## src/common/fetch_cfg.svh

```systemverilog
// fetch config; queue depth must be a power of two (2, 4 or 8), address width stays 32 for RV32I
`ifndef FETCH_CFG_SVH
`define FETCH_CFG_SVH

`define FETCH_RESET_PC  32'h0000_0000           // first fetch address out of reset

`define FETCH_NOP       32'h0000_0013           // addi x0, x0, 0

`define FETCH_QDEPTH    4                       // decode queue entries

`define FETCH_QCNT_W    ($clog2(`FETCH_QDEPTH) + 1) // count reaches QDEPTH, so one extra bit

`define FETCH_ADDR_W    32                      // byte address width, word address drops [1:0]

`endif

```

## src/common/fetch_pkg.sv

```systemverilog
// fetch types; widths follow fetch_cfg.svh, opcode values are the RV32I major opcodes
`default_nettype none

`include "fetch_cfg.svh"

package fetch_pkg;

    // byte address of an instruction
    typedef logic [`FETCH_ADDR_W-1:0] pc_t;

    // word address on the imem port, pc[31:2]
    typedef logic [`FETCH_ADDR_W-3:0] waddr_t;

    // one 32-bit instruction, already in instruction bit order
    typedef logic [31:0] instr_t;

    // queue occupancy, 0..QDEPTH
    typedef logic [`FETCH_QCNT_W-1:0] qcnt_t;

    // only the classes predecode cares about
    typedef enum logic [6:0] {
        OP_BRANCH = 7'b1100011, // beq/bne/blt/bge/bltu/bgeu
        OP_JAL    = 7'b1101111,
        OP_JALR   = 7'b1100111, // recognised, never predicted
        OP_OTHER  = 7'b0000000  // everything else
    } opcode_e;

endpackage

`default_nettype wire

```

## src/common/fetch_if.sv

```systemverilog
// one predecoded fetch item per cycle; no ready, the queue always has room when valid is high
`timescale 1ns/1ns
`default_nettype none

interface fetch_if;

    logic              valid;      // item present this cycle
    fetch_pkg::pc_t    pc;         // byte address of instr
    fetch_pkg::instr_t instr;      // byte-swapped word
    logic              pred_taken; // static prediction result

    // predecode side
    modport src (
        output valid,
        output pc,
        output instr,
        output pred_taken
    );

    // queue side
    modport dst (
        input valid,
        input pc,
        input instr,
        input pred_taken
    );

endinterface

`default_nettype wire

```

## src/fetch/fetch_pc.sv

```systemverilog
// one imem request in flight at most; first request in the first cycle after reset release, flush wins
`timescale 1ns/1ns
`default_nettype none

`include "fetch_cfg.svh"

module fetch_pc (
    input  wire logic             clk,
    input  wire logic             rst_n,
    input  wire logic             flush,
    input  wire fetch_pkg::pc_t   flush_pc,
    input  wire logic             pred_redirect,
    input  wire fetch_pkg::pc_t   pred_target,
    input  wire fetch_pkg::qcnt_t q_count,
    output logic                  imem_req_valid,
    input  wire logic             imem_req_ready,
    output fetch_pkg::waddr_t     imem_addr,
    input  wire logic             imem_rsp_valid,
    output logic                  rsp_keep,
    output fetch_pkg::pc_t        rsp_pc
);

    fetch_pkg::pc_t   pc_q;        // next address to request
    fetch_pkg::pc_t   req_pc_q;    // address of the request in flight
    logic             outst_q;     // a response is still owed
    logic             epoch_q;     // epoch of the current stream
    logic             req_epoch_q; // epoch the in-flight request was issued in
    logic             req_fire;
    logic             slot_free;
    logic             room;
    logic             redirect;
    logic             epoch_inflight;
    fetch_pkg::qcnt_t pending;

    // reserve a queue slot for the answer still owed, stale or not
    assign pending   = fetch_pkg::qcnt_t'(outst_q);
    assign room      = (q_count + pending) < fetch_pkg::qcnt_t'(`FETCH_QDEPTH);
    assign slot_free = !outst_q || imem_rsp_valid; // back-to-back allowed on the response cycle

    // held low while in reset, up from the first cycle after release
    assign imem_req_valid = rst_n && slot_free && room;
    assign imem_addr      = pc_q[`FETCH_ADDR_W-1:2];
    assign req_fire       = imem_req_valid && imem_req_ready;

    assign redirect = flush || pred_redirect;

    // epoch of whatever is in flight after this edge
    assign epoch_inflight = req_fire ? epoch_q : req_epoch_q;

    // stale answers and answers racing a flush never reach the queue
    assign rsp_keep = imem_rsp_valid && outst_q && (req_epoch_q == epoch_q) && !flush;
    assign rsp_pc   = req_pc_q;

    always_ff @(posedge clk) begin
        if (!rst_n) begin
            pc_q        <= `FETCH_RESET_PC;
            outst_q     <= 1'b0;
            epoch_q     <= 1'b0;
            req_epoch_q <= 1'b0;
        end else begin
            if (flush) begin
                pc_q <= flush_pc;            // back end overrides prediction
            end else if (pred_redirect) begin
                pc_q <= pred_target;
            end else if (req_fire) begin
                pc_q <= pc_q + fetch_pkg::pc_t'(4);
            end

            // new epoch always differs from the in-flight one,
            // so back-to-back flushes cannot revive an old answer
            if (redirect) begin
                epoch_q <= ~epoch_inflight;
            end

            if (req_fire) begin
                outst_q     <= 1'b1;
                req_epoch_q <= epoch_q;      // same-cycle redirect leaves this stale
            end else if (imem_rsp_valid) begin
                outst_q <= 1'b0;
            end
        end
    end

    // pc of the request in flight, payload only
    always_ff @(posedge clk) begin
        if (req_fire) begin
            req_pc_q <= pc_q;
        end
    end

endmodule

`default_nettype wire

```

## src/fetch/predecode.sv

```systemverilog
// combinational only; static rule is backward branch and jal taken, jalr and the rest fall through
`timescale 1ns/1ns
`default_nettype none

module predecode (
    input  wire logic              rsp_keep,
    input  wire fetch_pkg::pc_t    rsp_pc,
    input  wire fetch_pkg::instr_t imem_rsp_data,
    fetch_if.src                   item,
    output logic                   pred_redirect,
    output fetch_pkg::pc_t         pred_target
);

    fetch_pkg::instr_t   word;   // instruction bit order
    fetch_pkg::opcode_e  opc;
    fetch_pkg::pc_t      imm_b;
    fetch_pkg::pc_t      imm_j;
    fetch_pkg::pc_t      offset;
    logic                taken;

    // memory hands back little-endian bytes
    assign word = {imem_rsp_data[7:0],
                   imem_rsp_data[15:8],
                   imem_rsp_data[23:16],
                   imem_rsp_data[31:24]};

    always_comb begin
        case (word[6:0])
            fetch_pkg::OP_BRANCH: opc = fetch_pkg::OP_BRANCH;
            fetch_pkg::OP_JAL:    opc = fetch_pkg::OP_JAL;
            fetch_pkg::OP_JALR:   opc = fetch_pkg::OP_JALR;   // target in a register
            default:              opc = fetch_pkg::OP_OTHER;
        endcase
    end

    // B-type offset, sign in bit 31
    assign imm_b = {{19{word[31]}}, word[31], word[7], word[30:25], word[11:8], 1'b0};

    // J-type offset
    assign imm_j = {{11{word[31]}}, word[31], word[19:12], word[20], word[30:21], 1'b0};

    always_comb begin
        taken  = 1'b0;
        offset = imm_b;
        case (opc)
            fetch_pkg::OP_BRANCH: begin
                taken  = word[31];   // negative offset means loop back
                offset = imm_b;
            end
            fetch_pkg::OP_JAL: begin
                taken  = 1'b1;
                offset = imm_j;
            end
            fetch_pkg::OP_JALR: begin
                taken  = 1'b0;       // no predictor for indirect jumps
            end
            default: begin
                taken  = 1'b0;
            end
        endcase
    end

    assign pred_target   = rsp_pc + offset;
    assign pred_redirect = rsp_keep && taken;

    // item to the queue
    assign item.valid      = rsp_keep;
    assign item.pc         = rsp_pc;
    assign item.instr      = word;
    assign item.pred_taken = taken;

endmodule

`default_nettype wire

```

## src/fetch/fetch_queue.sv

```systemverilog
// power-of-two depth; writer must not push when full, fetch_pc guarantees that through count
`timescale 1ns/1ns
`default_nettype none

`include "fetch_cfg.svh"

module fetch_queue (
    input  wire logic          clk,
    input  wire logic          rst_n,
    input  wire logic          flush,
    fetch_if.dst               item,
    output fetch_pkg::qcnt_t   count,
    output logic               dec_valid,
    input  wire logic          dec_ready,
    output fetch_pkg::pc_t     dec_pc,
    output fetch_pkg::instr_t  dec_instr,
    output logic               dec_pred_taken
);

    localparam int DEPTH = `FETCH_QDEPTH;
    localparam int PTR_W = $clog2(DEPTH);

    fetch_pkg::pc_t    pc_mem    [DEPTH];
    fetch_pkg::instr_t instr_mem [DEPTH];
    logic              taken_mem [DEPTH];

    logic [PTR_W-1:0]  wr_ptr_q;
    logic [PTR_W-1:0]  rd_ptr_q;
    fetch_pkg::qcnt_t  count_q;
    logic              push;
    logic              pop;

    assign push = item.valid && !flush;   // flush drops a same-cycle write
    assign pop  = dec_valid && dec_ready;

    always_ff @(posedge clk) begin
        if (!rst_n) begin
            wr_ptr_q <= '0;
            rd_ptr_q <= '0;
            count_q  <= '0;
        end else if (flush) begin
            wr_ptr_q <= '0;               // empty next cycle
            rd_ptr_q <= '0;
            count_q  <= '0;
        end else begin
            if (push) wr_ptr_q <= wr_ptr_q + PTR_W'(1);  // wraps at DEPTH
            if (pop)  rd_ptr_q <= rd_ptr_q + PTR_W'(1);
            count_q <= count_q + fetch_pkg::qcnt_t'(push) - fetch_pkg::qcnt_t'(pop);
        end
    end

    // instr slots start out as nops
    always_ff @(posedge clk) begin
        if (!rst_n) begin
            for (int i = 0; i < DEPTH; i++) begin
                instr_mem[i] <= `FETCH_NOP;
            end
        end else if (push) begin
            instr_mem[wr_ptr_q] <= item.instr;
        end
    end

    always_ff @(posedge clk) begin
        if (push) begin
            pc_mem[wr_ptr_q]    <= item.pc;
            taken_mem[wr_ptr_q] <= item.pred_taken;
        end
    end

    // head drives decode straight, stable while stalled
    assign dec_valid      = (count_q != '0);
    assign dec_pc         = pc_mem[rd_ptr_q];
    assign dec_instr      = instr_mem[rd_ptr_q];
    assign dec_pred_taken = taken_mem[rd_ptr_q];
    assign count          = count_q;

endmodule

`default_nettype wire

```

## src/source/fetch_top.sv

```systemverilog
// imem must answer in order with latency of at least one cycle; flush beats prediction
`timescale 1ns/1ns
`default_nettype none

module fetch_top (
    input  wire logic              clk,
    input  wire logic              rst_n,
    // back-end redirect
    input  wire logic              flush,
    input  wire fetch_pkg::pc_t    flush_pc,
    // imem request
    output logic                   imem_req_valid,
    input  wire logic              imem_req_ready,
    output fetch_pkg::waddr_t      imem_addr,
    // imem response, little-endian bytes
    input  wire logic              imem_rsp_valid,
    input  wire fetch_pkg::instr_t imem_rsp_data,
    // decode
    output logic                   dec_valid,
    input  wire logic              dec_ready,
    output fetch_pkg::pc_t         dec_pc,
    output fetch_pkg::instr_t      dec_instr,
    output logic                   dec_pred_taken
);

    logic              rsp_keep;
    fetch_pkg::pc_t    rsp_pc;
    logic              pred_redirect;
    fetch_pkg::pc_t    pred_target;
    fetch_pkg::qcnt_t  q_count;

    fetch_if fq_item ();   // predecode -> queue

    fetch_pc u_fetch_pc (
        .clk            (clk),
        .rst_n          (rst_n),
        .flush          (flush),
        .flush_pc       (flush_pc),
        .pred_redirect  (pred_redirect),
        .pred_target    (pred_target),
        .q_count        (q_count),
        .imem_req_valid (imem_req_valid),
        .imem_req_ready (imem_req_ready),
        .imem_addr      (imem_addr),
        .imem_rsp_valid (imem_rsp_valid),
        .rsp_keep       (rsp_keep),
        .rsp_pc         (rsp_pc)
    );

    predecode u_predecode (
        .rsp_keep       (rsp_keep),
        .rsp_pc         (rsp_pc),
        .imem_rsp_data  (imem_rsp_data),
        .item           (fq_item.src),
        .pred_redirect  (pred_redirect),
        .pred_target    (pred_target)
    );

    fetch_queue u_fetch_queue (
        .clk            (clk),
        .rst_n          (rst_n),
        .flush          (flush),
        .item           (fq_item.dst),
        .count          (q_count),
        .dec_valid      (dec_valid),
        .dec_ready      (dec_ready),
        .dec_pc         (dec_pc),
        .dec_instr      (dec_instr),
        .dec_pred_taken (dec_pred_taken)
    );

endmodule

`default_nettype wire

```

## config.mk

```make
export PLATFORM = sky130hd
export DESIGN_NAME = fetch_top
export DESIGN_NICKNAME = d
export VERILOG_FILES = /design/src/common/fetch_pkg.sv /design/src/common/fetch_if.sv /design/src/fetch/fetch_pc.sv /design/src/fetch/predecode.sv /design/src/fetch/fetch_queue.sv /design/src/source/fetch_top.sv
export VERILOG_INCLUDE_DIRS = /design/src /design/src/common
export SDC_FILE = /design/constraint.sdc
export NUM_CORES = 1
export LEC_CHECK = 0
export ABC_CLOCK_PERIOD_IN_PS = 4600
export BUFFER_PORTS_ARGS = -buffer_cell sky130_fd_sc_hd__buf_2
export CORE_MARGIN = 8
export CORE_UTILIZATION = 51
export DETAILED_ROUTE_END_ITERATION = 10
export GPL_TIMING_DRIVEN = 0
export PLACE_DENSITY_LB_ADDON = 0.05
export SLEW_MARGIN = 5
export SYNTH_ARGS = -nofsm -noshare
export SYNTH_HDL_FRONTEND = slang
export SYNTH_SLANG_ARGS = --single-unit
```

## constraint.sdc

```tcl
create_clock -name clk -period 4.6 [get_ports clk]
set_input_delay 0.92 -clock clk [delete_from_list [all_inputs] [get_ports clk]]
set_output_delay 0.92 -clock clk [all_outputs]
set_load 0.03 [all_outputs]
```

==> run_results.csv <==
group,metric,value,unit
global_route,antenna_found_initial,2,
cells_and_area,postLayoutCoreUtil,0.6020,
clocking,ctsHoldBuffers,0,
logic_synthesis,yosys_warnings,0,
clocking,htree_num_levels,2,
die,start_util,0.5141,
critical_path,crit_chain,"buf_2, nand3b_1, nor3_4, clkbuf_4, mux2_2, ha_1, fa_1, a21o_1, a221oi_2, o21a_2, o31ai_1, a211oi_2, nor3_1, o41ai_1, a31oi_1",
timing,max_freq,227.7,MHz
logic_synthesis,synth_cells,1184,
global_route,overflow,0,
placed_design,dp_slack,-0.9109,ns
logic_synthesis,yosys-top-cells-area,"edfxtp_1 54%, mux4_2 9.1%, dfxtp_1 5.5%",
timing,whs,0.4311,ns
die,chipHeight,193.9,microns
critical_path,crit_required,4.96,ns
route,drtPass1Iterations,6,
timing,setup_slack,0.2078,ns
power_and_ir_drop,power.leakage,7.154,nW
route,drt-initial-drc-count,894,
min_path,hold_path_class,"flop to flop",
logic_synthesis,postSynth.asyncResetShare,0,
clocking,cts-root-buf,"clkbuf_16",
die,die_area,37600,sq um
cells_and_area,nets,1509,
clocking,clkLatencyLatePin,0.52,ns
clocking,clock_path_buffers,3,
power_and_ir_drop,powerDensity,375.7,nW/um^2
logic_synthesis,synth_fp_nets,1293,
critical_path,end_kind,"flop",
cells_and_area,drive_above_1_share,0.2626,
cells_and_area,fin_cells,1830,
cells_and_area,regArea,9649,sq um
placed_design,gp_congestion,0.8808,
placed_design,placed_area,17640,sq um
cells_and_area,final_area,18900,sq um
logic_synthesis,synth-edff-count,292,
power_and_ir_drop,vdd_drop_max,0.2764,mV
placed_design,numPortBuffers,166,
die,core_area,31390,sq um
cells_and_area,n_antenna_cell,0,
route,via_per_inst,5.880,
timing,fin_crit_sh,0.9548,
critical_path,critPathArrivalTime,4.75,ns
power_and_ir_drop,total_power,7.100,mW
timing,rsz0062_at_grt,"no",
timing,hold_viol,0,
clocking,cts_buffers,37,
die,ios,167,
logic_synthesis,synth_top_area_frac,0.5433,
clocking,clkSlewWorstSetupHoldPaths,0.06,ns
route,via_count,10760,
placed_design,dp.cells,1759,
critical_path,crit_buf_inv,2,
timing,skew,0.01635,ns
logic_synthesis,syn_area,16140,sq um
logic_synthesis,ys_types,76,
cells_and_area,multi_input_area,5949,sq um
die,num_rows,65,
critical_path,cp_top_family,"compound AO/OA/AOI/OAI gates",
timing,fin_crit,4.392,ns
global_route,grt_pass1_vias,11000,
critical_path,worst_setup_path_start_kind,"input pin",
placed_design,hpwl,31100,microns
timing,worst_pin_slew,1.136,ns
cells_and_area,syn_to_final_growth,17.08,%
logic_synthesis,syn-mean-instance-area,13.63,sq um
timing,tns,0,ns
timing,drv_slew,0,
die,die_w,193.9,microns
clocking,cts_tree,"built",
route,drc,0,
global_route,grt_max_degree,42,
run_status,status,"finished, final reports clean",
global_route,grt_pass1_wl,65740,microns
cells_and_area,fillers,2586,
logic_synthesis,ys_seq_area_frac,0.5978,
timing,slew_headroom,0.2429,
job,max-cap-violations,0,
route,avgRoutedWirePerCell,23.69,microns
clocking,cts_sinks,336,
critical_path,crit_type,"input pin to flop",
critical_path,cp_max_fo,10,
critical_path,cpPeakStageDelay,0.44,ns
critical_path,cp_slowest_cell,"fa_1",
logic_synthesis,synth_top_area_cell,"edfxtp_1",
logic_synthesis,ys.flop_type,"edfxtp_1",
global_route,grt_util_all_layers,0.2267,
timing,setup_viol,0,
route,ant_nets,0,
route,wirelength,43360,microns
logic_synthesis,yosys_register_bits,336,
==> cells by family after synthesis <==
kind of cell,Yosys count,share of synthesized area
compound gates,202,0.08543
xor+xnor,51,0.02767
fa+ha+maj,39,0.03116
buf+inv,112,0.03519
flops,336,0.5978
mux,79,0.09984
simple gates,365,0.1229
==> power breakdown <==
group / internal, mW / leakage, nW / total, mW / switching, mW
clock network: 1.74 / 0.589 / 2.94 / 1.19
registers: 3.39 / 3.15 / 3.47 / 0.0783
logic: 0.257 / 3.42 / 0.694 / 0.437
==> Yosys cell counts, types with 5 or more instances <==
library cell	count
a211oi_1	5
a21boi_0	5
a21o_1	25
a21oi_1	57
a31oi_1	7
and2_1	98
and3_1	40
buf_1	7
buf_2	7
buf_4	33
clkbuf_1	48
dfxtp_1	44
edfxtp_1	292
ha_1	37
inv_1	14
mux2_2	6
mux2i_1	8
mux4_2	65
nand2_1	68
nand2b_1	20
nand3_1	19
nand4_1	15
nor2_1	54
nor3_1	22
nor4_1	5
o211a_1	6
o211ai_1	6
o21a_1	5
o21ai_0	34
o221ai_1	5
o31ai_1	5
xnor2_1	31
xor2_1	20
==> per-layer routing <==
layer	global-route usage	vias up	wire length (microns)
met5	0	-	0
met2	0.3835	385	21210
met1	0.3075	5386	18940
met3	0.03124	60	2385
li1	-	4930	-
met4	0.05431	0	825
==> layout make-up <==
cell class | instances | area share
Sequential cell | 336 | 0.5106
Clock inverter | 17 | 0.009601
Buffer | 97 | 0.02728
Multi-Input combinational cell | 736 | 0.3148
Tap cell | 402 | 0.02662
Timing Repair Buffer | 177 | 0.05376
Clock buffer | 50 | 0.05429
Inverter | 15 | 0.002980
==> what timing repair did <==
| item | CTS | global route |
|---|---|---|
| resized for setup | 3 | 2 |
| pin swaps | 0 | 2 |
| endpoints found under the setup margin | 13 | 3 |
| buffers inserted | 0 | 4 |
==> worst paths after layout <==
check,start,end,slack (ns),cells past startpoint
setup reg to reg,u_fetch_pc.epoch_q$_SDFFE_PN0P_,u_fetch_queue.instr_mem[0][13]$_SDFFCE_PN0P_,0.99,7
hold / removal,u_fetch_pc.pc_q[1]$_SDFFE_PN0P_,u_fetch_pc.rsp_pc[1]$_DFFE_PP_,0.43,0
hold reg to reg,u_fetch_pc.pc_q[1]$_SDFFE_PN0P_,u_fetch_pc.rsp_pc[1]$_DFFE_PP_,0.43,0
setup / recovery,imem_rsp_data[28],u_fetch_pc.pc_q[25]$_SDFFE_PN0P_,0.21,15
==> flip-flops by register name (all words and copies together) (netlist names), 2 cells and up, named ones only <==
| register | cells |
|---|---|
| u_fetch_queue.wr_ptr_q | 2 |
| u_fetch_pc.rsp_pc | 32 |
| u_fetch_queue.instr_mem | 128 |
| u_fetch_queue.taken_mem | 4 |
| u_fetch_queue.pc_mem | 128 |
| u_fetch_queue.count | 3 |
| u_fetch_pc.pc_q | 32 |
| u_fetch_queue.rd_ptr_q | 2 |
==> cell usage in the layout, fill, tap and decap left out, drive strengths merged, types with 7 or more instances in the layout <==
cell and count:
nand2b 20, nor2 54, nand4 15, mux4 65, mux2i 8, dfxtp 44
buf 226, a31oi 7, o21ai 37, inv 15, xor2 20, edfxtp 292
clkbuf 98, a21o 25, and3 40, nor3 25, ha 37, xnor2 31
and2 98, a211oi 7, a21oi 57, nand3 19, clkinv 12, nand2 69
(Power assumes the default switching activity.)
